### src/cube_draw_pkg.sv
// ------------------------------
// shared types, palette and the
// cube edge table
// ------------------------------
package cube_draw_pkg;

    localparam int CORDW    = 10;  // signed coordinate width
    localparam int LINE_CNT = 9;   // cube edges

    typedef logic signed [CORDW-1:0] coord_t;
    typedef logic [3:0] cidx_t;  // palette index, 0 is background

    typedef struct packed {
        logic [3:0] red;
        logic [3:0] green;
        logic [3:0] blue;
    } rgb_t;

    typedef struct packed {
        coord_t x0;
        coord_t y0;
        coord_t x1;
        coord_t y1;
    } line_t;

    typedef struct packed {
        logic hsync;
        logic vsync;
        logic de;
        rgb_t rgb;
    } video_t;

    typedef enum logic [2:0] {IDLE, ARM, INIT, DRAW, DONE} draw_state_e;
    typedef enum logic [1:0] {L_IDLE, INIT0, INIT1, PLOT} line_state_e;  // drawer

    // 16 colours as 12'hRGB
    localparam rgb_t PALETTE [16] = '{
        12'h000, 12'h223, 12'h528, 12'h086, 12'hA53, 12'h554, 12'hCCC, 12'hFFE,
        12'hF05, 12'hFA0, 12'hFE2, 12'h0E3, 12'h2AF, 12'h879, 12'hF7A, 12'hFCA
    };

    // cube in 32x24 space, front face then the receding edges
    localparam line_t CUBE_EDGES [LINE_CNT] = '{
        '{10'sd13, 10'sd9,  10'sd23, 10'sd9},
        '{10'sd23, 10'sd9,  10'sd23, 10'sd19},
        '{10'sd23, 10'sd19, 10'sd13, 10'sd19},
        '{10'sd13, 10'sd19, 10'sd13, 10'sd9},
        '{10'sd13, 10'sd19, 10'sd9,  10'sd15},
        '{10'sd9,  10'sd15, 10'sd9,  10'sd5},
        '{10'sd9,  10'sd5,  10'sd13, 10'sd9},
        '{10'sd9,  10'sd5,  10'sd19, 10'sd5},
        '{10'sd19, 10'sd5,  10'sd23, 10'sd9}
    };

endpackage

### src/display_timings.sv
// ------------------------------
// display timing: scan counters,
// sync, de, frame and line pulses
// ------------------------------
`timescale 1ns/1ns

module display_timings #(
    parameter int H_RES   = 64,
    parameter int V_RES   = 48,
    parameter int H_BLANK = 16,
    parameter int V_BLANK = 4
) (
    input  logic                  clk_100m,
    input  logic                  arst_n,
    output cube_draw_pkg::coord_t sx,
    output cube_draw_pkg::coord_t sy,
    output logic                  hsync,
    output logic                  vsync,
    output logic                  de,
    output logic                  frame,
    output logic                  line
);
    import cube_draw_pkg::*;

    localparam coord_t H_LAST = coord_t'(H_RES + H_BLANK - 1);
    localparam coord_t V_LAST = coord_t'(V_RES + V_BLANK - 1);
    localparam coord_t H_ACT  = coord_t'(H_RES);
    localparam coord_t V_ACT  = coord_t'(V_RES);
    // sync pulses sit in the middle half of each blanking interval
    localparam coord_t HS_STA = coord_t'(H_RES + H_BLANK / 4);
    localparam coord_t HS_END = coord_t'(H_RES + (H_BLANK * 3) / 4);
    localparam coord_t VS_STA = coord_t'(V_RES + V_BLANK / 4);
    localparam coord_t VS_END = coord_t'(V_RES + (V_BLANK * 3) / 4);

    always_ff @(posedge clk_100m or negedge arst_n) begin
        if (!arst_n) begin
            sx <= '0;
            sy <= '0;
        end else if (sx == H_LAST) begin  // end of line
            sx <= '0;
            sy <= (sy == V_LAST) ? '0 : coord_t'(sy + 1);
        end else begin
            sx <= coord_t'(sx + 1);
        end
    end

    always_comb begin
        hsync = (sx >= HS_STA) && (sx < HS_END);  // active high
        vsync = (sy >= VS_STA) && (sy < VS_END);
        de    = (sx < H_ACT) && (sy < V_ACT);
        frame = (sx == '0) && (sy == '0);
        line  = (sx == '0);
    end

endmodule

### src/line_list.sv
// ------------------------------
// edge sequencer: feeds the cube
// edges to the line drawer
// ------------------------------
`timescale 1ns/1ns

module line_list (
    input  logic                 clk_100m,
    input  logic                 arst_n,
    input  logic                 redraw,
    input  cube_draw_pkg::cidx_t ink,
    input  logic                 frame,
    input  logic                 done,
    output cube_draw_pkg::line_t seg,
    output cube_draw_pkg::cidx_t cidx,
    output logic                 draw_start,
    output logic                 busy,
    output logic                 all_done
);
    import cube_draw_pkg::*;

    localparam int IDXW = $clog2(LINE_CNT);
    localparam logic [IDXW-1:0] LAST_IDX = IDXW'(LINE_CNT - 1);

    draw_state_e     state;
    logic [IDXW-1:0] idx;  // current edge

    always_ff @(posedge clk_100m or negedge arst_n) begin
        if (!arst_n) begin
            state <= IDLE;
            idx   <= '0;
        end else begin
            case (state)
                IDLE, DONE: state <= redraw ? ARM : IDLE;  // DONE also takes a redraw
                ARM: if (frame) begin
                    idx   <= '0;
                    state <= INIT;
                end
                INIT: state <= DRAW;
                DRAW: if (done) begin
                    if (idx == LAST_IDX) begin
                        state <= DONE;
                    end else begin
                        idx   <= idx + 1'b1;
                        state <= INIT;
                    end
                end
                default: state <= IDLE;
            endcase
        end
    end

    // edge is loaded on the way into INIT, so it is stable at start
    always_ff @(posedge clk_100m) begin
        if (!busy && redraw) begin
            cidx <= ink;
        end
        if (state == ARM && frame) begin
            seg <= CUBE_EDGES[0];
        end else if (state == DRAW && done && idx != LAST_IDX) begin
            seg <= CUBE_EDGES[idx + 1'b1];
        end
    end

    always_comb begin
        draw_start = (state == INIT);
        busy       = (state == ARM) || (state == INIT) || (state == DRAW);
        all_done   = (state == DONE);  // busy already low here
    end

endmodule

### src/draw_line.sv
// ------------------------------
// Bresenham line drawer, all
// octants, stalled by oe
// ------------------------------
`timescale 1ns/1ns

module draw_line (
    input  logic                  clk_100m,
    input  logic                  arst_n,
    input  logic                  start,
    input  logic                  oe,
    input  cube_draw_pkg::line_t  seg,
    output cube_draw_pkg::coord_t x,
    output cube_draw_pkg::coord_t y,
    output logic                  drawing,
    output logic                  done
);
    import cube_draw_pkg::*;

    typedef logic signed [CORDW+1:0] err_t;  // headroom for 2*err

    line_state_e state;
    logic        swap;
    logic        right;  // x steps up
    coord_t      xa, ya, xb, yb;
    coord_t      x_end, y_end;
    err_t        dx, dy, err, err2;
    logic        movx, movy, last;

    always_comb begin
        // order endpoints so y only ever increases
        swap    = seg.y0 > seg.y1;
        xa      = swap ? seg.x1 : seg.x0;
        ya      = swap ? seg.y1 : seg.y0;
        xb      = swap ? seg.x0 : seg.x1;
        yb      = swap ? seg.y0 : seg.y1;
        err2    = err <<< 1;
        movx    = err2 >= dy;
        movy    = err2 <= dx;
        last    = (x == x_end) && (y == y_end);
        drawing = (state == PLOT) && oe;
    end

    always_ff @(posedge clk_100m or negedge arst_n) begin
        if (!arst_n) begin
            state <= L_IDLE;
            done  <= 1'b0;
        end else begin
            done <= 1'b0;
            case (state)
                L_IDLE: if (start) state <= INIT0;
                INIT0: state <= INIT1;
                INIT1: state <= PLOT;
                PLOT: if (oe && last) begin  // final pixel goes out this cycle
                    state <= L_IDLE;
                    done  <= 1'b1;
                end
                default: state <= L_IDLE;
            endcase
        end
    end

    always_ff @(posedge clk_100m) begin
        case (state)
            L_IDLE: right <= xa < xb;
            INIT0: begin
                dx <= right ? xb - xa : xa - xb;  // |dx|
                dy <= ya - yb;                    // -|dy|
            end
            INIT1: begin
                err   <= dx + dy;
                x     <= xa;
                y     <= ya;
                x_end <= xb;
                y_end <= yb;
            end
            PLOT: if (oe && !last) begin
                if (movx) begin
                    x <= right ? coord_t'(x + 1) : coord_t'(x - 1);
                end
                if (movy) begin
                    y <= coord_t'(y + 1);
                end
                err <= err + (movx ? dy : '0) + (movy ? dx : '0);
            end
            default: ;
        endcase
    end

endmodule

### src/framebuffer.sv
// ------------------------------
// indexed framebuffer with scaled
// scan read and palette lookup
// ------------------------------
`timescale 1ns/1ns

module framebuffer #(
    parameter int WIDTH  = 32,
    parameter int HEIGHT = 24,
    parameter int SCALE  = 2
) (
    input  logic                  clk_100m,
    input  logic                  we,
    input  cube_draw_pkg::coord_t x,
    input  cube_draw_pkg::coord_t y,
    input  cube_draw_pkg::cidx_t  cidx,
    input  cube_draw_pkg::coord_t sx,
    input  cube_draw_pkg::coord_t sy,
    input  logic                  de,
    input  logic                  line,
    output cube_draw_pkg::rgb_t   pix
);
    import cube_draw_pkg::*;

    localparam int DEPTH = WIDTH * HEIGHT;
    localparam int ADDRW = $clog2(DEPTH);
    localparam int SUBW  = (SCALE > 1) ? $clog2(SCALE) : 1;
    localparam coord_t X_LIM  = coord_t'(WIDTH);
    localparam coord_t Y_LIM  = coord_t'(HEIGHT);
    localparam coord_t SX_END = coord_t'(WIDTH * SCALE - 1);   // last visible column
    localparam coord_t SY_END = coord_t'(HEIGHT * SCALE - 1);
    localparam logic [SUBW-1:0] SUB_LAST = SUBW'(SCALE - 1);

    cidx_t            mem [DEPTH];
    logic [ADDRW-1:0] addr_w, addr_r;
    logic [ADDRW-1:0] col, row_base;  // read position in fb space
    logic [SUBW-1:0]  sub_x, sub_y;   // repeat counters for scaling
    logic             in_bounds;
    cidx_t            cidx_q;
    logic             de_q;

    initial begin
        for (int i = 0; i < DEPTH; i++) begin
            mem[i] = '0;
        end
    end

    always_comb begin
        in_bounds = !x[CORDW-1] && (x < X_LIM) && !y[CORDW-1] && (y < Y_LIM);
        addr_w    = ADDRW'(y * WIDTH + x);
        addr_r    = row_base + col;
    end

    always_ff @(posedge clk_100m) begin
        if (we && in_bounds) begin
            mem[addr_w] <= cidx;
        end
        cidx_q <= mem[addr_r];
        de_q   <= de;
    end

    // sub_y tracks sy mod SCALE from each line pulse; the row moves at line end
    always_ff @(posedge clk_100m) begin
        if (line) begin
            sub_y <= (sy == '0 || sub_y == SUB_LAST) ? '0 : sub_y + 1'b1;
        end
        if (sx == SX_END) begin
            col   <= '0;
            sub_x <= '0;
            if (sy >= SY_END) begin
                row_base <= '0;  // blank lines hold the first row
            end else if (sub_y == SUB_LAST) begin
                row_base <= row_base + ADDRW'(WIDTH);
            end
        end else if (de) begin
            if (sub_x == SUB_LAST) begin
                sub_x <= '0;
                col   <= col + 1'b1;
            end else begin
                sub_x <= sub_x + 1'b1;
            end
        end
    end

    assign pix = de_q ? PALETTE[cidx_q] : PALETTE[0];

endmodule

### src/cube_draw_top.sv
// ------------------------------
// cube renderer top level
// ------------------------------
`timescale 1ns/1ns

module cube_draw_top #(
    parameter int H_RES   = 64,
    parameter int V_RES   = 48,
    parameter int H_BLANK = 16,
    parameter int V_BLANK = 4,
    parameter int WIDTH   = 32,
    parameter int HEIGHT  = 24,
    parameter int SCALE   = 2
) (
    input  logic                  clk_100m,
    input  logic                  arst_n,
    input  logic                  redraw,
    input  cube_draw_pkg::cidx_t  ink,
    input  logic                  draw_en,
    output cube_draw_pkg::video_t video,
    output logic                  busy,
    output logic                  draw_done
);
    import cube_draw_pkg::*;

    coord_t sx, sy;
    logic   hsync, vsync, de, frame, line;
    line_t  seg;
    cidx_t  cidx;
    logic   draw_start, drawing, done;
    coord_t x, y;
    rgb_t   pix;
    logic   hsync_q, vsync_q, de_q;  // match the framebuffer read

    display_timings #(
        .H_RES(H_RES), .V_RES(V_RES), .H_BLANK(H_BLANK), .V_BLANK(V_BLANK)
    ) u_timings (
        .clk_100m, .arst_n, .sx, .sy, .hsync, .vsync, .de, .frame, .line
    );

    line_list u_list (
        .clk_100m, .arst_n, .redraw, .ink, .frame, .done,
        .seg, .cidx, .draw_start, .busy, .all_done(draw_done)
    );

    draw_line u_draw (
        .clk_100m, .arst_n, .start(draw_start), .oe(draw_en), .seg,
        .x, .y, .drawing, .done
    );

    framebuffer #(
        .WIDTH(WIDTH), .HEIGHT(HEIGHT), .SCALE(SCALE)
    ) u_fb (
        .clk_100m, .we(drawing), .x, .y, .cidx, .sx, .sy, .de, .line, .pix
    );

    always_ff @(posedge clk_100m or negedge arst_n) begin
        if (!arst_n) begin
            hsync_q <= 1'b0;
            vsync_q <= 1'b0;
            de_q    <= 1'b0;
        end else begin
            hsync_q <= hsync;
            vsync_q <= vsync;
            de_q    <= de;
        end
    end

    always_comb begin
        video.hsync = hsync_q;
        video.vsync = vsync_q;
        video.de    = de_q;
        video.rgb   = pix;
    end

endmodule

### config.mk
export PLATFORM = sky130hd
export DESIGN_NAME = cube_draw_top
export DESIGN_NICKNAME = d
export VERILOG_FILES = /design/src/cube_draw_pkg.sv /design/src/display_timings.sv /design/src/line_list.sv /design/src/draw_line.sv /design/src/framebuffer.sv /design/src/cube_draw_top.sv
export SDC_FILE = /design/constraint.sdc
export NUM_CORES = 2
export LEC_CHECK = 0
export BUFFER_PORTS_ARGS = -buffer_cell sky130_fd_sc_hd__buf_4
export CELL_PAD_IN_SITES_DETAIL_PLACEMENT = 1
export CELL_PAD_IN_SITES_GLOBAL_PLACEMENT = 1
export CORE_UTILIZATION = 40
export CTS_CLUSTER_SIZE = 30
export DETAILED_ROUTE_END_ITERATION = 6
export PLACE_DENSITY_LB_ADDON = 0.05
export SETUP_SLACK_MARGIN = 0.2
export SLEW_MARGIN = 20
export SYNTH_ARGS = -nofsm -noshare
export SYNTH_HDL_FRONTEND = slang
export SYNTH_HIERARCHICAL = 1
export SYNTH_SLANG_ARGS = --single-unit
### constraint.sdc
create_clock -name clk_100m -period 10.47 [get_ports clk_100m]
set_clock_uncertainty 0.15 [all_clocks]
set_input_delay 2.094 -clock clk_100m [delete_from_list [all_inputs] [get_ports clk_100m]]
set_output_delay 2.094 -clock clk_100m [all_outputs]
set_load 0.005 [all_outputs]
==> impl_summary.log <==
[metrics] flop-to-flop setup slack: about 5000 ps
[metrics] worst endpoint required time: 11110 ps
[metrics] total standard cell area after synthesis: between 100000 and 150000 um2
[metrics] number of vias in the routed layout: roughly 72k
[metrics] remaining global-route overflow: 0
[metrics] Pre-Repair DR Iteration Count: 5
[metrics] capturing element type of the critical path: flop
[metrics] signal arrival time at the worst endpoint: a little over 6000 ps
[metrics] maximum vdd ir drop: between 150 and 200 uV
[metrics] commonest non-fill, non-tap cell in the layout: edfxtp_1
[metrics] Slew @ Worst Pin: ~1400 ps
[metrics] half-perimeter wire length of the detailed placement result: between 200000 and 300000 um
[metrics] sort of element at the start of the critical path: flop
[metrics] via count of the first global-routing pass: 74.98k
[metrics] most common flop cell mapped by yosys: edfxtp_1
[metrics] peak fanout along the critical path: 65
[metrics] power density cells: a little under 200 nW/um2
[metrics] multiplexer share of the synthesized area: 0.1449
[metrics] area share of and/or/nand/nor cells after synthesis: 0.05047
[metrics] worst skew pair latency: around 940 ps
[metrics] number of antenna violations at the first check in global routing: 50
[metrics] number of distinct library cells after synthesis: between 100 and 150
[metrics] worst setup slack after layout: 5006 ps
[metrics] wire length of the first global-routing pass: between 600000 and 700000 um
[metrics] worst reg2reg path depth: 8
[metrics] post-route DRC violation count: 0
[metrics] Area growth, synth to finish: 11.92%
[metrics] row count: around 210
[metrics] final hold violation count: 0
[metrics] antenna viol nets, final: 0
[metrics] average footprint of a synthesized cell: about 18 um2
[metrics] post-synthesis sequential element count: between 3k and 4k
[metrics] Clock Tree Buf Depth: 4
[metrics] pin count of the biggest net entering global routing: between 200 and 250
[metrics] H-tree levels: 5
[metrics] die area: about 340000 um2
[metrics] routed wire length: approximately 440000 um
[metrics] largest family of logic cells by synthesized area: multiplexers
[metrics] post-route minimum period: between 5000 and 6000 ps
[metrics] First DRT Iteration DRCs: roughly 7.1k
[metrics] static leakage: 47.70 nW
[metrics] clock sinks: ~3.2k
[metrics] Final Max Slew Viols: 0
[metrics] buffers inserted during post-CTS setup optimization: 0
[metrics] total number of yosys warnings: 6
[metrics] overall routing resource usage: 0.2591
[metrics] fraction of layout cells with a size suffix above 1: 0.1914
[metrics] Post-synth EDFFs: approximately 3.2k
[metrics] Via-to-Cell Ratio: slightly below 6
[metrics] placed instance area: roughly 140000 um2
[metrics] setup tns final: 0 ps
[metrics] post-layout instance area: 149600 um2
[metrics] buffer type at the clock tree root: clkbuf_16
[metrics] run status: finished clean
[metrics] Boundary Pins: 25
[metrics] Final Net Count: 7676
[metrics] CTS hold repair buffers: 0
[metrics] count of fill cells added during filler insertion: 30.79k
[metrics] Post-Place Setup Slack: 4811 ps
[metrics] hold path depth: 2
[metrics] path type of the worst setup path: flop to flop
[metrics] Resized Gates After CTS: 0
[metrics] compound-cell area share of the yosys netlist: 0.03987
[metrics] count of maximum capacitance violations: 0
[metrics] TritonCTS clock tree: done
[metrics] Buffers on Ports: 24
[metrics] leading cell types in the layout, fill and taps excluded: 3156 x edfxtp_1, 926 x nor2_1, 669 x mux4_2, 365 x clkbuf_16, 325 x mux2i_1
[metrics] die boundary height: between 500 and 600 um
[metrics] WL per Instance: 36.04 um
[metrics] unrepaired setup endpoints after global routing: false
[metrics] class of the tightest hold or removal check: flop to flop
[metrics] post-synthesis cell count: approximately 7.5k
[metrics] Initial Util: 0.4033
[metrics] core area: 331300 um2
[metrics] normalized max-slew margin: 0.09090
[metrics] Post-Synth XOR/XNOR Area: 0.007210
[metrics] RD Place Congestion: 0.8124
[metrics] Num CTS Buffers: between 300 and 400
[metrics] horizontal die dimension: 580.0 um
[metrics] CTS clk-pin slew, worst paths: around 60 ps
[metrics] maximum operating frequency: roughly 180 MHz
[metrics] fraction of the mapped netlist area in adder cells: 0.01157
[metrics] final setup vio count: 0
[metrics] Tcrit/Tclk final: 0.5218
[metrics] proportion of synthesized chip area in sequential cells: 0.7199
[metrics] async set-or-reset flop fraction in the synthesized netlist: 0.01025
==> report_power, final <==
part | leakage [nW] | switching, mW | internal [mW]
sequential | 29.0 | 0.170 | 14.1
clock | 5.42 | 5.21 | 6.92
combinational | 13.2 | 1.99 | 0.930
==> critical path: stages (launching register included) <==
cell and delay [ps]:
dfxtp_4 710, buf_12 450, buf_4 770, mux4_2 640
mux4_2 580, mux4_2 610, a21oi_1 600, and3_1 500
a31oi_1 70
==> area by class of cell <==
class,instances,area (um2),share of cell area
diodes,6,15.01,0.0001004
flip-flops and latches,3219,96220,0.6433
inverters,88,345.3,0.002309
clock inverters,186,1478,0.009880
well taps,4366,5463,0.03653
repair buffers,229,1981,0.01324
multi-input cells,3660,34460,0.2304
clock buffers,465,9599,0.06418
==> synth_stat cells (25+ instances only) <==
master | number | area, um2
mux2i_1 | 325 | 3253
xnor2_1 | 69 | 604.3
buf_1 | 87 | 326.6
nor3_1 | 45 | 225.2
nand3_1 | 69 | 345.3
ha_1 | 98 | 1226
mux4_1 | 35 | 919.6
and2_1 | 25 | 156.4
a211oi_1 | 26 | 195.2
buf_6 | 26 | 292.8
dfrtp_1 | 33 | 825.8
nor2_1 | 937 | 3517
dfxtp_1 | 30 | 600.6
a221oi_1 | 68 | 595.6
o22ai_1 | 28 | 175.2
a21oi_1 | 178 | 890.9
buf_8 | 28 | 420.4
clkbuf_1 | 166 | 623.1
o221ai_1 | 54 | 473.0
nor2b_1 | 36 | 225.2
mux4_2 | 669 | 15070
nand4_1 | 28 | 175.2
buf_2 | 100 | 500.5
a22oi_1 | 35 | 262.8
inv_1 | 86 | 322.8
o21ai_0 | 173 | 865.8
edfxtp_1 | 3156 | 94770
xor2_1 | 41 | 359.1
nand2_1 | 327 | 1227
buf_4 | 74 | 555.5
==> stage by stage <==
step                        util  instances  hold slack [ps]  power, mW
after floorplan                -       7472            302.1      16.35
after global placement    0.4178      11560            328.6      17.54
after detailed placement  0.4179      11560            326.1      17.50
after CTS                 0.4513      12210            341.1      29.65
after global routing      0.4514      12210            368.2      30.33
final                     0.4514      12220            336.1      29.37
==> registers in the layout (all words and copies together) (netlist names), 5 cells and up <==
| signal | count |
|---|---|
| u_draw/x_end | 10 |
| u_list/seg | 14 |
| u_draw/x | 10 |
| u_fb/col | 10 |
| u_timings/sx | 10 |
| u_draw/dx | 11 |
| u_draw/y_end | 10 |
| u_timings/sy | 10 |
| u_draw/err | 11 |
| u_fb/mem | 3072 |
| u_fb/row_base | 5 |
| u_draw/y | 10 |
| u_draw/dy | 11 |
==> cells by family (layout without fill, tap and decap cells) <==
family	after synthesis	after routing
DFF	3219	3219
adders and majority gates	115	115
buffers and inverters	593	968
and+or+nand+nor	1583	1583
xor gates and xnor gates	110	110
muxes	1040	1040
other	2	30
AOI/OAI and AO/OA	788	788
==> worst paths after layout <==
path | startpoint | to
hold reg to reg | u_list/seg[1] | u_list/seg[1]
setup reg to reg | u_fb/col[0] | u_fb/cidx_q[2]
setup / recovery | u_fb/col[0] | u_fb/cidx_q[2]
min in group asynchronous | arst_n | u_list/idx[0]
hold / removal | u_list/seg[1] | u_list/seg[1]
max in group asynchronous | arst_n | u_timings/sx[8]
==> per-layer routing <==
layer / wire length [um] / track usage / part of all wire
met2: 212600 / 0.4253 / 0.48
met1: 192000 / 0.3693 / 0.44
met5: 41 / 0 / 0.000093
met4: 10210 / 0.06078 / 0.023
met3: 25480 / 0.03220 / 0.058
Power figures use the tool's default switching activity.
